$ cat src/i2c_consts.svh
/* I2C master peripheral constants
   Register map, CTRL bit positions, status bits and bus state numbers */
`ifndef I2C_CONSTS_SVH
`define I2C_CONSTS_SVH

// Register addresses
`define I2C_ADDR_CTRL  2'd0
`define I2C_ADDR_BAUD  2'd1
`define I2C_ADDR_DATA  2'd2

// CTRL bit positions
`define I2C_CTRL_START 3   // START at the head
`define I2C_CTRL_WR    2   // 1 = write, 0 = read
`define I2C_CTRL_STOP  1   // STOP at the tail
`define I2C_CTRL_EN    0   // Peripheral enable

// Status bits in the CTRL read word
`define I2C_STAT_IDLE  15
`define I2C_STAT_ACK   14

// Bus state numbers, same order as the FSM enum
`define I2C_ST_IDLE    4'd0
`define I2C_ST_HEAD    4'd1
`define I2C_ST_BIT7    4'd2
`define I2C_ST_BIT0    4'd9
`define I2C_ST_ACK     4'd10
`define I2C_ST_TAIL    4'd11

`endif
$ cat src/i2cBusPkg.sv
/* I2C bus sequencing types
   Transfer FSM states and the bit-timing counter width */
package i2cBusPkg;

	// One transfer, in order
	typedef enum logic [3:0] {
		IDLE,
		HEAD,           // Optional START
		BIT7,
		BIT6,
		BIT5,
		BIT4,
		BIT3,
		BIT2,
		BIT1,
		BIT0,
		ACK,            // Acknowledge slot
		TAIL            // Optional STOP
	} busStateT;

	typedef logic [15:0] baudCntT;   // Cycle count within a half

endpackage

$ cat src/i2cRegPkg.sv
/* I2C register map types
   Widths of the bus word, address and register fields */
package i2cRegPkg;

	// Memory bus side
	typedef logic [1:0]  memAddrT;   // Register select
	typedef logic [15:0] memWordT;   // Bus data word

	// Register fields
	typedef logic [14:0] baudT;      // Half bit period, cycles minus one
	typedef logic [7:0]  dataByteT;  // Shift byte
	typedef logic [3:0]  ctrlT;      // START, WR, STOP, EN

endpackage

$ cat src/i2cPeripheral.sv
/* I2C master peripheral top
   Register file, bit engine and pin driver wired together */
`timescale 1ns/1ns

module i2cPeripheral (
	input  i2cRegPkg::memAddrT i_memAddr,
	input  i2cRegPkg::memWordT i_memDataIn,
	input  logic               i_memWrEn,
	output i2cRegPkg::memWordT o_memDataOut,
	input  logic               i_smIsBooted,
	input  logic               i_smStartPause,
	output logic               o_smNowPaused,
	input  logic               i_pinSDAIn,
	output logic               o_pinSCLDir,
	output logic               o_pinSDADir,
	output logic               o_intI2C,
	input  logic               i_clk,
	input  logic               i_arstN
);
	import i2cRegPkg::*;
	import i2cBusPkg::*;

	// Register file outputs
	logic     cfgStart, cfgWr, cfgStop, cfgEnable;
	baudT     baud;
	logic     dataWr, dataMsb;
	// Bit engine outputs
	busStateT state;
	logic     halfPhase, atHalf, atMax;
	logic     sampleBit, ackBit, isIdle;

	// ------------------------------------------------------------------------
	// Input side
	i2cRegFile regFile (
		.i_clk        (i_clk),
		.i_arstN      (i_arstN),
		.i_memAddr    (i_memAddr),
		.i_memDataIn  (i_memDataIn),
		.i_memWrEn    (i_memWrEn),
		.i_pinSDAIn   (i_pinSDAIn),
		.i_sampleBit  (sampleBit),
		.i_ackBit     (ackBit),
		.i_isIdle     (isIdle),
		.o_memDataOut (o_memDataOut),
		.o_cfgStart   (cfgStart),
		.o_cfgWr      (cfgWr),
		.o_cfgStop    (cfgStop),
		.o_cfgEnable  (cfgEnable),
		.o_baud       (baud),
		.o_dataWr     (dataWr),
		.o_dataMsb    (dataMsb)
	);

	// Sequencing
	i2cBitEngine bitEngine (
		.i_clk          (i_clk),
		.i_arstN        (i_arstN),
		.i_cfgEnable    (cfgEnable),
		.i_cfgStop      (cfgStop),
		.i_baud         (baud),
		.i_dataWr       (dataWr),
		.i_pinSDAIn     (i_pinSDAIn),
		.i_smIsBooted   (i_smIsBooted),
		.i_smStartPause (i_smStartPause),
		.o_state        (state),
		.o_halfPhase    (halfPhase),
		.o_atHalf       (atHalf),
		.o_atMax        (atMax),
		.o_sampleBit    (sampleBit),
		.o_ackBit       (ackBit),
		.o_isIdle       (isIdle),
		.o_intI2C       (o_intI2C),
		.o_smNowPaused  (o_smNowPaused)
	);

	// Output side
	i2cPinDriver pinDriver (
		.i_clk       (i_clk),
		.i_arstN     (i_arstN),
		.i_cfgEnable (cfgEnable),
		.i_cfgStart  (cfgStart),
		.i_cfgStop   (cfgStop),
		.i_cfgWr     (cfgWr),
		.i_dataMsb   (dataMsb),
		.i_state     (state),
		.i_halfPhase (halfPhase),
		.i_atHalf    (atHalf),
		.i_atMax     (atMax),
		.o_pinSCLDir (o_pinSCLDir),
		.o_pinSDADir (o_pinSDADir)
	);

endmodule

$ cat src/i2cPinDriver.sv
/* I2C pin driver
   Registered open-drain SCL and SDA directions, 1 pulls the line low */
`timescale 1ns/1ns

module i2cPinDriver (
	input  logic                i_clk,
	input  logic                i_arstN,
	input  logic                i_cfgEnable,
	input  logic                i_cfgStart,
	input  logic                i_cfgStop,
	input  logic                i_cfgWr,
	input  logic                i_dataMsb,
	input  i2cBusPkg::busStateT i_state,
	input  logic                i_halfPhase,
	input  logic                i_atHalf,
	input  logic                i_atMax,
	output logic                o_pinSCLDir,
	output logic                o_pinSDADir
);
	import i2cBusPkg::*;

	logic sclQ, sdaQ;
	logic sclNext, sdaNext;
	logic isIdle, isHead, isAck, isTail;

	assign isIdle = (i_state == IDLE);
	assign isHead = (i_state == HEAD);
	assign isAck  = (i_state == ACK);
	assign isTail = (i_state == TAIL);

	// SCL for the coming half, loaded on the last cycle of the current one
	always_comb begin
		if (!i_halfPhase)
			sclNext = isHead ? ~i_cfgStart : (isTail ? ~i_cfgStop : 1'b0);
		else
			sclNext = isTail ? sclQ : 1'b1;   // Every low half pulls; hold at end
	end

	// SDA, changed mid-half
	always_comb begin
		if (isHead)
			sdaNext = i_cfgStart & i_halfPhase;   // Falls while SCL high
		else if (isTail)
			sdaNext = i_cfgStop & ~i_halfPhase;   // Rises while SCL high
		else if (isAck)
			sdaNext = ~i_cfgWr;                   // Master ACK on reads
		else
			sdaNext = i_cfgWr & ~i_dataMsb;       // Released on reads
	end

	always_ff @(posedge i_clk or negedge i_arstN) begin
		if (!i_arstN) begin
			sclQ <= 1'b0;
			sdaQ <= 1'b0;
		end else if (!i_cfgEnable) begin
			sclQ <= 1'b0;                         // Both lines released
			sdaQ <= 1'b0;
		end else begin
			if (!isIdle && i_atMax)
				sclQ <= sclNext;
			if (!isIdle && i_atHalf)
				sdaQ <= sdaNext;
		end
	end

	assign o_pinSCLDir = sclQ;
	assign o_pinSDADir = sdaQ;

endmodule

$ cat src/i2cBitEngine.sv
/* I2C bit engine
   Half-period timing, transfer FSM, ACK capture, end interrupt and pause */
`timescale 1ns/1ns
`include "i2c_consts.svh"

module i2cBitEngine (
	input  logic                i_clk,
	input  logic                i_arstN,
	input  logic                i_cfgEnable,
	input  logic                i_cfgStop,
	input  i2cRegPkg::baudT     i_baud,
	input  logic                i_dataWr,
	input  logic                i_pinSDAIn,
	input  logic                i_smIsBooted,
	input  logic                i_smStartPause,
	output i2cBusPkg::busStateT o_state,
	output logic                o_halfPhase,    // 0 = SCL low half
	output logic                o_atHalf,
	output logic                o_atMax,
	output logic                o_sampleBit,
	output logic                o_ackBit,
	output logic                o_isIdle,
	output logic                o_intI2C,
	output logic                o_smNowPaused
);
	import i2cBusPkg::*;

	baudCntT  cntQ;
	busStateT stateQ;
	logic     halfQ, ackQ, pauseQ;
	logic     busHeldQ;                 // Last transfer left SCL low
	logic     isIdle, isBit, isAck, isTail;
	logic     atHalf, atMax, stateEnd;
	logic     doPause, doStart;

	// State decode
	assign isIdle = (stateQ == IDLE);
	assign isBit  = (stateQ >= `I2C_ST_BIT7) && (stateQ <= `I2C_ST_BIT0);
	assign isAck  = (stateQ == ACK);
	assign isTail = (stateQ == TAIL);

	// Timing points within a half of BAUD+1 cycles
	assign atHalf   = (cntQ == {2'b00, i_baud[14:1]});   // Mid-half
	assign atMax    = (cntQ == {1'b0, i_baud});          // Last cycle of half
	assign stateEnd = ~isIdle & halfQ & atMax;           // Two halves per state

	assign doPause = ~i_smIsBooted | i_smStartPause | pauseQ;
	assign doStart = isIdle & i_dataWr & i_cfgEnable & ~doPause;

	// ------------------------------------------------------------------------
	// Baud counter and half phase
	always_ff @(posedge i_clk or negedge i_arstN) begin
		if (!i_arstN) begin
			cntQ  <= '0;
			halfQ <= 1'b0;
		end else if (isIdle) begin
			cntQ  <= '0;                    // Parked until start
			halfQ <= 1'b0;
		end else if (atMax) begin
			cntQ  <= '0;
			halfQ <= ~halfQ;
		end else begin
			cntQ  <= cntQ + 16'd1;
		end
	end

	// ------------------------------------------------------------------------
	// Transfer FSM
	always_ff @(posedge i_clk or negedge i_arstN) begin
		if (!i_arstN)
			stateQ <= IDLE;
		else if (doStart)
			stateQ <= HEAD;
		else if (stateEnd)
			stateQ <= isTail ? IDLE : busStateT'(stateQ + 4'd1);
	end

	// ACK capture, pause, bus hold tracking
	always_ff @(posedge i_clk or negedge i_arstN) begin
		if (!i_arstN) begin
			ackQ     <= 1'b0;
			pauseQ   <= 1'b0;
			busHeldQ <= 1'b0;
		end else begin
			if (isAck && halfQ && atHalf)
				ackQ <= i_pinSDAIn;          // Middle of SCL high
			// Pause only with the bus released
			pauseQ <= i_smStartPause & isIdle & ~busHeldQ;
			if (!i_cfgEnable)
				busHeldQ <= 1'b0;            // Pins forced released
			else if (stateEnd && isTail)
				busHeldQ <= ~i_cfgStop;
		end
	end

	// Outputs
	assign o_state       = stateQ;
	assign o_halfPhase   = halfQ;
	assign o_atHalf      = atHalf;
	assign o_atMax       = atMax;
	assign o_sampleBit   = isBit & halfQ & atHalf;   // Data sampled SCL high
	assign o_ackBit      = ackQ;
	assign o_isIdle      = isIdle;
	assign o_intI2C      = stateEnd & isTail & i_cfgEnable & i_smIsBooted;
	assign o_smNowPaused = pauseQ;

endmodule

$ cat src/i2cRegFile.sv
/* I2C register file
   Decodes bus writes into CTRL, BAUD and DATA and muxes the read word */
`timescale 1ns/1ns
`include "i2c_consts.svh"

module i2cRegFile (
	input  logic               i_clk,
	input  logic               i_arstN,
	input  i2cRegPkg::memAddrT i_memAddr,
	input  i2cRegPkg::memWordT i_memDataIn,
	input  logic               i_memWrEn,
	input  logic               i_pinSDAIn,
	input  logic               i_sampleBit,   // Shift strobe from the engine
	input  logic               i_ackBit,
	input  logic               i_isIdle,
	output i2cRegPkg::memWordT o_memDataOut,
	output logic               o_cfgStart,
	output logic               o_cfgWr,
	output logic               o_cfgStop,
	output logic               o_cfgEnable,
	output i2cRegPkg::baudT    o_baud,
	output logic               o_dataWr,
	output logic               o_dataMsb
);
	import i2cRegPkg::*;

	logic     isCtrlWr, isBaudWr, isDataWr;
	ctrlT     ctrlQ;
	baudT     baudQ;
	dataByteT dataQ;
	memWordT  rdCtrl;

	// ------------------------------------------------------------------------
	// Write decode
	assign isCtrlWr = i_memWrEn & (i_memAddr == `I2C_ADDR_CTRL);
	assign isBaudWr = i_memWrEn & (i_memAddr == `I2C_ADDR_BAUD);
	assign isDataWr = i_memWrEn & (i_memAddr == `I2C_ADDR_DATA);

	// ------------------------------------------------------------------------
	// Registers
	always_ff @(posedge i_clk or negedge i_arstN) begin
		if (!i_arstN) begin
			ctrlQ <= '0;
			baudQ <= '0;
			dataQ <= '0;
		end else begin
			if (isCtrlWr)
				ctrlQ <= i_memDataIn[3:0];
			if (isBaudWr)
				baudQ <= i_memDataIn[15:1];           // LSB dropped
			if (isDataWr)
				dataQ <= i_memDataIn[7:0];            // Bus load wins
			else if (i_sampleBit)
				dataQ <= {dataQ[6:0], i_pinSDAIn};    // MSB first shift
		end
	end

	// Config fan-out
	assign o_cfgStart  = ctrlQ[`I2C_CTRL_START];
	assign o_cfgWr     = ctrlQ[`I2C_CTRL_WR];
	assign o_cfgStop   = ctrlQ[`I2C_CTRL_STOP];
	assign o_cfgEnable = ctrlQ[`I2C_CTRL_EN];
	assign o_baud      = baudQ;
	assign o_dataWr    = isDataWr;                   // Engine builds start from this
	assign o_dataMsb   = dataQ[7];                   // Next bit on SDA

	// ------------------------------------------------------------------------
	// Read-back
	always_comb begin
		rdCtrl                 = '0;
		rdCtrl[`I2C_STAT_IDLE] = i_isIdle;
		rdCtrl[`I2C_STAT_ACK]  = i_ackBit;           // Last ACK slot level
		rdCtrl[3:0]            = ctrlQ;
	end

	always_comb begin
		case (i_memAddr)
			`I2C_ADDR_CTRL: o_memDataOut = rdCtrl;
			`I2C_ADDR_BAUD: o_memDataOut = {baudQ, 1'b0};
			`I2C_ADDR_DATA: o_memDataOut = {8'h00, dataQ};
			default:        o_memDataOut = '0;   // Unmapped
		endcase
	end

endmodule

$ cat config.mk
export PLATFORM = sky130hd
export DESIGN_NAME = i2cPeripheral
export DESIGN_NICKNAME = d
export VERILOG_FILES = /design/src/i2cBusPkg.sv /design/src/i2cRegPkg.sv /design/src/i2cPeripheral.sv /design/src/i2cPinDriver.sv /design/src/i2cBitEngine.sv /design/src/i2cRegFile.sv
export VERILOG_INCLUDE_DIRS = /design/src
export SDC_FILE = /design/constraint.sdc
export NUM_CORES = 1
export LEC_CHECK = 0
export BUFFER_PORTS_ARGS = -buffer_cell sky130_fd_sc_hd__buf_4
export CORE_MARGIN = 4
export CORE_UTILIZATION = 35
export CTS_CLUSTER_DIAMETER = 40
export DETAILED_ROUTE_END_ITERATION = 12
export GPL_TIMING_DRIVEN = 0
export PLACE_DENSITY = 0.54
export SYNTH_ARGS = -nofsm -noshare
export SYNTH_HDL_FRONTEND = slang
export SYNTH_SLANG_ARGS = --single-unit
export TNS_END_PERCENT = 100
$ cat constraint.sdc
create_clock -name i_clk -period 2.4 [get_ports i_clk]
set_input_delay 0.24 -clock i_clk [delete_from_list [all_inputs] [get_ports i_clk]]
set_output_delay 0.24 -clock i_clk [all_outputs]
set_load 0.03 [all_outputs]
==> flow_results.xml <==
<?xml version="1.0" encoding="UTF-8"?>
<metrics>
  <group name="power">
    <metric name="power_report.internal_total" unit="mW">1.64</metric>
    <metric name="p_sw" unit="uW">961</metric>
    <metric name="seqPwrFrac" unit="">0.493</metric>
    <metric name="static-leakage-power" unit="nW">1.61</metric>
    <metric name="comb_power_share" unit="">0.314</metric>
    <metric name="power.density_cell_area" unit="nW/um^2">718</metric>
    <metric name="worst_ir_drop_vdd" unit="V">0.000279</metric>
    <metric name="clockPowerShare" unit="">0.193</metric>
    <metric name="switching_fraction" unit="">0.369</metric>
  </group>
  <group name="min_path">
    <metric name="hold_path_startpoint" unit="">i_memDataIn[9]</metric>
    <metric name="worst_hold_path.num_cells" unit="">2</metric>
    <metric name="hp-class" unit="">in2reg</metric>
    <metric name="hold-path-endpoint" unit="">regFile.o_baud[8]$_DFFE_PN0P_</metric>
  </group>
  <group name="clocking">
    <metric name="number_of_buffers_created_by_cts" unit="">5</metric>
    <metric name="tritoncts" unit="">yes</metric>
    <metric name="cts.sink_count" unit="">53</metric>
    <metric name="clockRootBuffer" unit="">clkbuf_8</metric>
    <metric name="clock_tree.buffer_depth" unit="">2</metric>
    <metric name="ctsHtreeMaxLevel" unit="">2</metric>
    <metric name="clk_pin_slew_worst_paths" unit="ns">0.10</metric>
    <metric name="clkLatencyLatePin" unit="ns">0.31</metric>
  </group>
  <group name="route">
    <metric name="postRouteAntennaNets" unit="">0</metric>
    <metric name="viasPerCell" unit="">5.25</metric>
    <metric name="wl_per_cell" unit="um">16.5</metric>
    <metric name="first_iter_violations" unit="">128</metric>
    <metric name="vias" unit="">2445</metric>
    <metric name="drc_errors" unit="">0</metric>
    <metric name="detail_route.first_pass.iterations" unit="">4</metric>
    <metric name="route.final.wire_length" unit="mm">7.70</metric>
  </group>
  <group name="worst_setup_path">
    <metric name="reg2regPathDepth" unit="">7</metric>
    <metric name="crit-reg2reg-capture" unit="">bitEngine.o_ackBit$_DFFE_PN0P_</metric>
    <metric name="startpoint_type" unit="">register</metric>
    <metric name="worst-endpoint-required" unit="ns">2.16</metric>
    <metric name="regToRegSetupSlack" unit="ns">0.15</metric>
    <metric name="crit_path_max_fanout" unit="">7</metric>
    <metric name="crit_arrival" unit="ns">2.04</metric>
    <metric name="criticalPathCategory" unit="">reg2out</metric>
    <metric name="critical_path_end_type" unit="">primary output</metric>
    <metric name="reg2reg_from" unit="">bitEngine.cntQ[7]$_DFF_PN0_</metric>
  </group>
  <group name="final_layout">
    <metric name="diodes" unit="">0</metric>
    <metric name="nFillCells" unit="">854</metric>
    <metric name="finish.utilization" unit="">0.433</metric>
    <metric name="most-common-layout-cells" unit="">52 x dfrtp_1, 41 x buf_4, 38 x nor2_1, 26 x xor2_1, 21 x mux2_2</metric>
    <metric name="final_net_count" unit="">390</metric>
    <metric name="drive_gt1_frac" unit="">0.235</metric>
    <metric name="flow.area_growth_from_synthesis" unit="%">18.4</metric>
    <metric name="final_common_cell" unit="">dfrtp_1</metric>
    <metric name="final_cells" unit="">466</metric>
  </group>
  <group name="floorplanning">
    <metric name="placeableCoreArea" unit="um^2">8380</metric>
    <metric name="die-area" unit="um^2">10300</metric>
    <metric name="floorplan.die.height" unit="um">102</metric>
    <metric name="std_cell_rows" unit="">33</metric>
    <metric name="initial_utilization" unit="">0.365</metric>
    <metric name="die_width" unit="um">102</metric>
    <metric name="io-pin-count" unit="">44</metric>
  </group>
  <group name="sta">
    <metric name="timing_hold_violations_final" unit="">0</metric>
    <metric name="slew-limit-headroom" unit="">0.458</metric>
    <metric name="final.min_clock_period" unit="ns">2.28</metric>
    <metric name="report.final.setup_viol" unit="">0</metric>
    <metric name="max_clock_freq" unit="MHz">439</metric>
    <metric name="fin_crit_sh" unit="">0.950</metric>
    <metric name="timing.final.max_slew_violations" unit="">0</metric>
    <metric name="max_slew.worst_pin.slew" unit="ns">0.804</metric>
    <metric name="fin_worst_skew" unit="ns">0.00837</metric>
  </group>
  <group name="placed_design">
    <metric name="place.port_buffers" unit="">41</metric>
    <metric name="routability_congestion" unit="">0.843</metric>
    <metric name="post_detail_place_hpwl" unit="mm">5.73</metric>
    <metric name="placed_cells_incl_taps" unit="">460</metric>
  </group>
  <group name="logic_synthesis">
    <metric name="synth.net_count" unit="">343</metric>
    <metric name="syn-instance-count" unit="">314</metric>
    <metric name="synth-warning-count" unit="">0</metric>
    <metric name="sequential_fraction_of_the_synthesis_area" unit="">0.433</metric>
    <metric name="synth_seq_cells" unit="">53</metric>
    <metric name="syn_area" unit="um^2">3060</metric>
    <metric name="synth_area_per_cell" unit="um^2">9.75</metric>
    <metric name="synth_cell_types" unit="">42</metric>
  </group>
  <group name="run">
    <metric name="max-cap-violations" unit="">0</metric>
  </group>
  <group name="grt">
    <metric name="grt_pass1_vias" unit="">2479</metric>
    <metric name="grt_start_max_net_pins" unit="">54</metric>
    <metric name="grt_first_pass_wirelength" unit="mm">12.9</metric>
    <metric name="antenna_found_initial" unit="">0</metric>
    <metric name="residual_overflow_from_global_routing" unit="">0</metric>
    <metric name="globalRouteTotalUtil" unit="">0.159</metric>
  </group>
  <group name="status">
    <metric name="status" unit="">finished, final reports clean</metric>
  </group>
</metrics>
==> how the worst max path moves through the flow <==
| stage | start | endpoint | slack (ns) | depth (start not counted) |
|---|---|---|---|---|
| after floorplan | bitEngine.cntQ[10]$_DFF_PN0_ | o_intI2C | 0.18 | 6 |
| after global placement | bitEngine.o_state[0]$_DFFE_PN0P_ | regFile.dataQ[0]$_DFFE_PN0P_ | -0.06 | 5 |
| after detailed placement | bitEngine.o_state[0]$_DFFE_PN0P_ | regFile.dataQ[5]$_DFFE_PN0P_ | -0.07 | 5 |
| after CTS | bitEngine.cntQ[11]$_DFF_PN0_ | o_intI2C | 0.04 | 7 |
| after global routing | bitEngine.cntQ[7]$_DFF_PN0_ | bitEngine.o_ackBit$_DFFE_PN0P_ | -0.0006 | 7 |
| final | bitEngine.cntQ[6]$_DFF_PN0_ | o_intI2C | 0.12 | 6 |
==> kinds of logic (layout without fill, tap and decap cells) <==
family / after synthesis / in the layout / share of synthesized area
AND/OR/NAND/NOR: 120 / 120 / 0.202
multiplexers: 28 / 28 / 0.100
XOR/XNOR: 44 / 44 / 0.126
AO/OA/AOI/OAI: 43 / 43 / 0.0874
buffers and inverters: 21 / 68 / 0.0310
flip-flops: 53 / 53 / 0.433
adder cells (fa/ha/maj): 5 / 5 / 0.0204
==> metal layers <==
| layer | track usage | up-vias | routed length [um] |
|---|---|---|---|
| met3 | 0.0262 | 9 | 292 |
| met1 | 0.231 | 1196 | 3810 |
| li1 | - | 1190 | - |
| met5 | 0 | - | 0 |
| met4 | 0.0470 | 0 | 102 |
| met2 | 0.244 | 50 | 3500 |
==> what timing repair did <==
| item | in CTS | in global routing |
|---|---|---|
| pin swaps | 3 | 2 |
| resized for setup | 3 | 4 |
| endpoints found under the hold margin | 42 | 0 |
| setup buffers | 0 | 0 |
| hold buffers | 1 | 0 |
| setup endpoints to repair | 9 | 5 |
==> flip-flops by register name (all words and copies together), names as in the netlist <==
register / count
bitEngine.o_ackBit: 1
bitEngine.busHeldQ: 1
bitEngine.o_halfPhase: 1
bitEngine.o_smNowPaused: 1
regFile.o_baud: 15
regFile.ctrlQ: 4
pinDriver.o_pinSDADir: 1
pinDriver.o_pinSCLDir: 1
bitEngine.cntQ: 16
regFile.dataQ: 8
bitEngine.o_state: 4
==> power by group through the flow <==
stage                     clock network [mW]  logic [mW]  registers [mW]
after floorplan                            0       0.622            1.21
after global placement                     0       0.808            1.28
after detailed placement                   0       0.823            1.28
after CTS                              0.526       0.810            1.28
after global routing                   0.559       0.911            1.31
final                                  0.503       0.818            1.28
==> cells in the mapped netlist <==
| cell type | number | area (um^2) |
|---|---|---|
| nor2b_1 | 3 | 18.8 |
| or3_1 | 2 | 12.5 |
| xnor2_1 | 18 | 158 |
| nor3b_1 | 2 | 15.0 |
| and2_1 | 8 | 50.1 |
| or2_2 | 1 | 6.26 |
| a21boi_0 | 2 | 15.0 |
| mux2_2 | 21 | 236 |
| ha_1 | 5 | 62.6 |
| nand3_1 | 16 | 80.1 |
| and3_1 | 6 | 37.5 |
| nand2_1 | 15 | 56.3 |
| a31oi_1 | 9 | 56.3 |
| o311a_1 | 1 | 10.0 |
| mux2_1 | 1 | 11.3 |
| o31ai_1 | 1 | 7.51 |
| nand4_1 | 9 | 56.3 |
| nor2_2 | 1 | 6.26 |
| nand3b_1 | 2 | 15.0 |
| xor2_1 | 26 | 228 |
| nor4_2 | 1 | 12.5 |
| a21boi_1 | 1 | 7.51 |
| clkbuf_1 | 10 | 37.5 |
| o41ai_1 | 1 | 8.76 |
| and4_1 | 1 | 8.76 |
| nor4_1 | 5 | 31.3 |
| nor2_1 | 38 | 143 |
| o211ai_1 | 2 | 15.0 |
| or4_1 | 2 | 15.0 |
| a22o_1 | 4 | 35.0 |
| nor3_1 | 3 | 15.0 |
| nand2b_1 | 3 | 18.8 |
| o21ai_0 | 17 | 85.1 |
| o21a_1 | 1 | 7.51 |
| inv_1 | 3 | 11.3 |
| a21oi_1 | 4 | 20.0 |
| mux2i_1 | 6 | 60.1 |
| dfrtp_1 | 53 | 1330 |
| nor4b_1 | 1 | 8.76 |
| buf_2 | 7 | 35.0 |
| buf_6 | 1 | 11.3 |
| nand4bb_1 | 1 | 11.3 |
==> through the flow <==
step                power [mW]  setup WS [ns]  hold WS, ns  setup TNS (ns)  cell area (um^2)
floorplan                 1.83          0.178      -0.0556               0              3060
global placement          2.09        -0.0585        0.336          -0.322              3500
detailed placement        2.10        -0.0683        0.333          -0.238              3500
CTS                       2.62         0.0419        0.146               0              3610
global route              2.78      -0.000635        0.141       -0.000635              3630
finish                    2.60          0.121        0.156               0              3630
==> worst max-delay path, stage by stage, from the launching register on <==
cell	delay, ns
dfrtp_1	0.50
xor2_1	0.19
nor4_1	0.27
nand4_1	0.27
nand2b_4	0.22
nor3_2	0.11
buf_4	0.18
==> area by class of cell <==
class                           count  area, um^2  area share
Sequential cell                    53        1330       0.366
Clock inverter                      1        8.76     0.00242
Timing Repair Buffer               42         318      0.0876
Buffer                             16        76.3      0.0210
Inverter                            3        11.3     0.00311
Tap cell                          105         131      0.0362
Multi-Input combinational cell    240        1680       0.463
Clock buffer                        6        72.6      0.0200
Note: power is estimated with default switching activity, not from simulation.
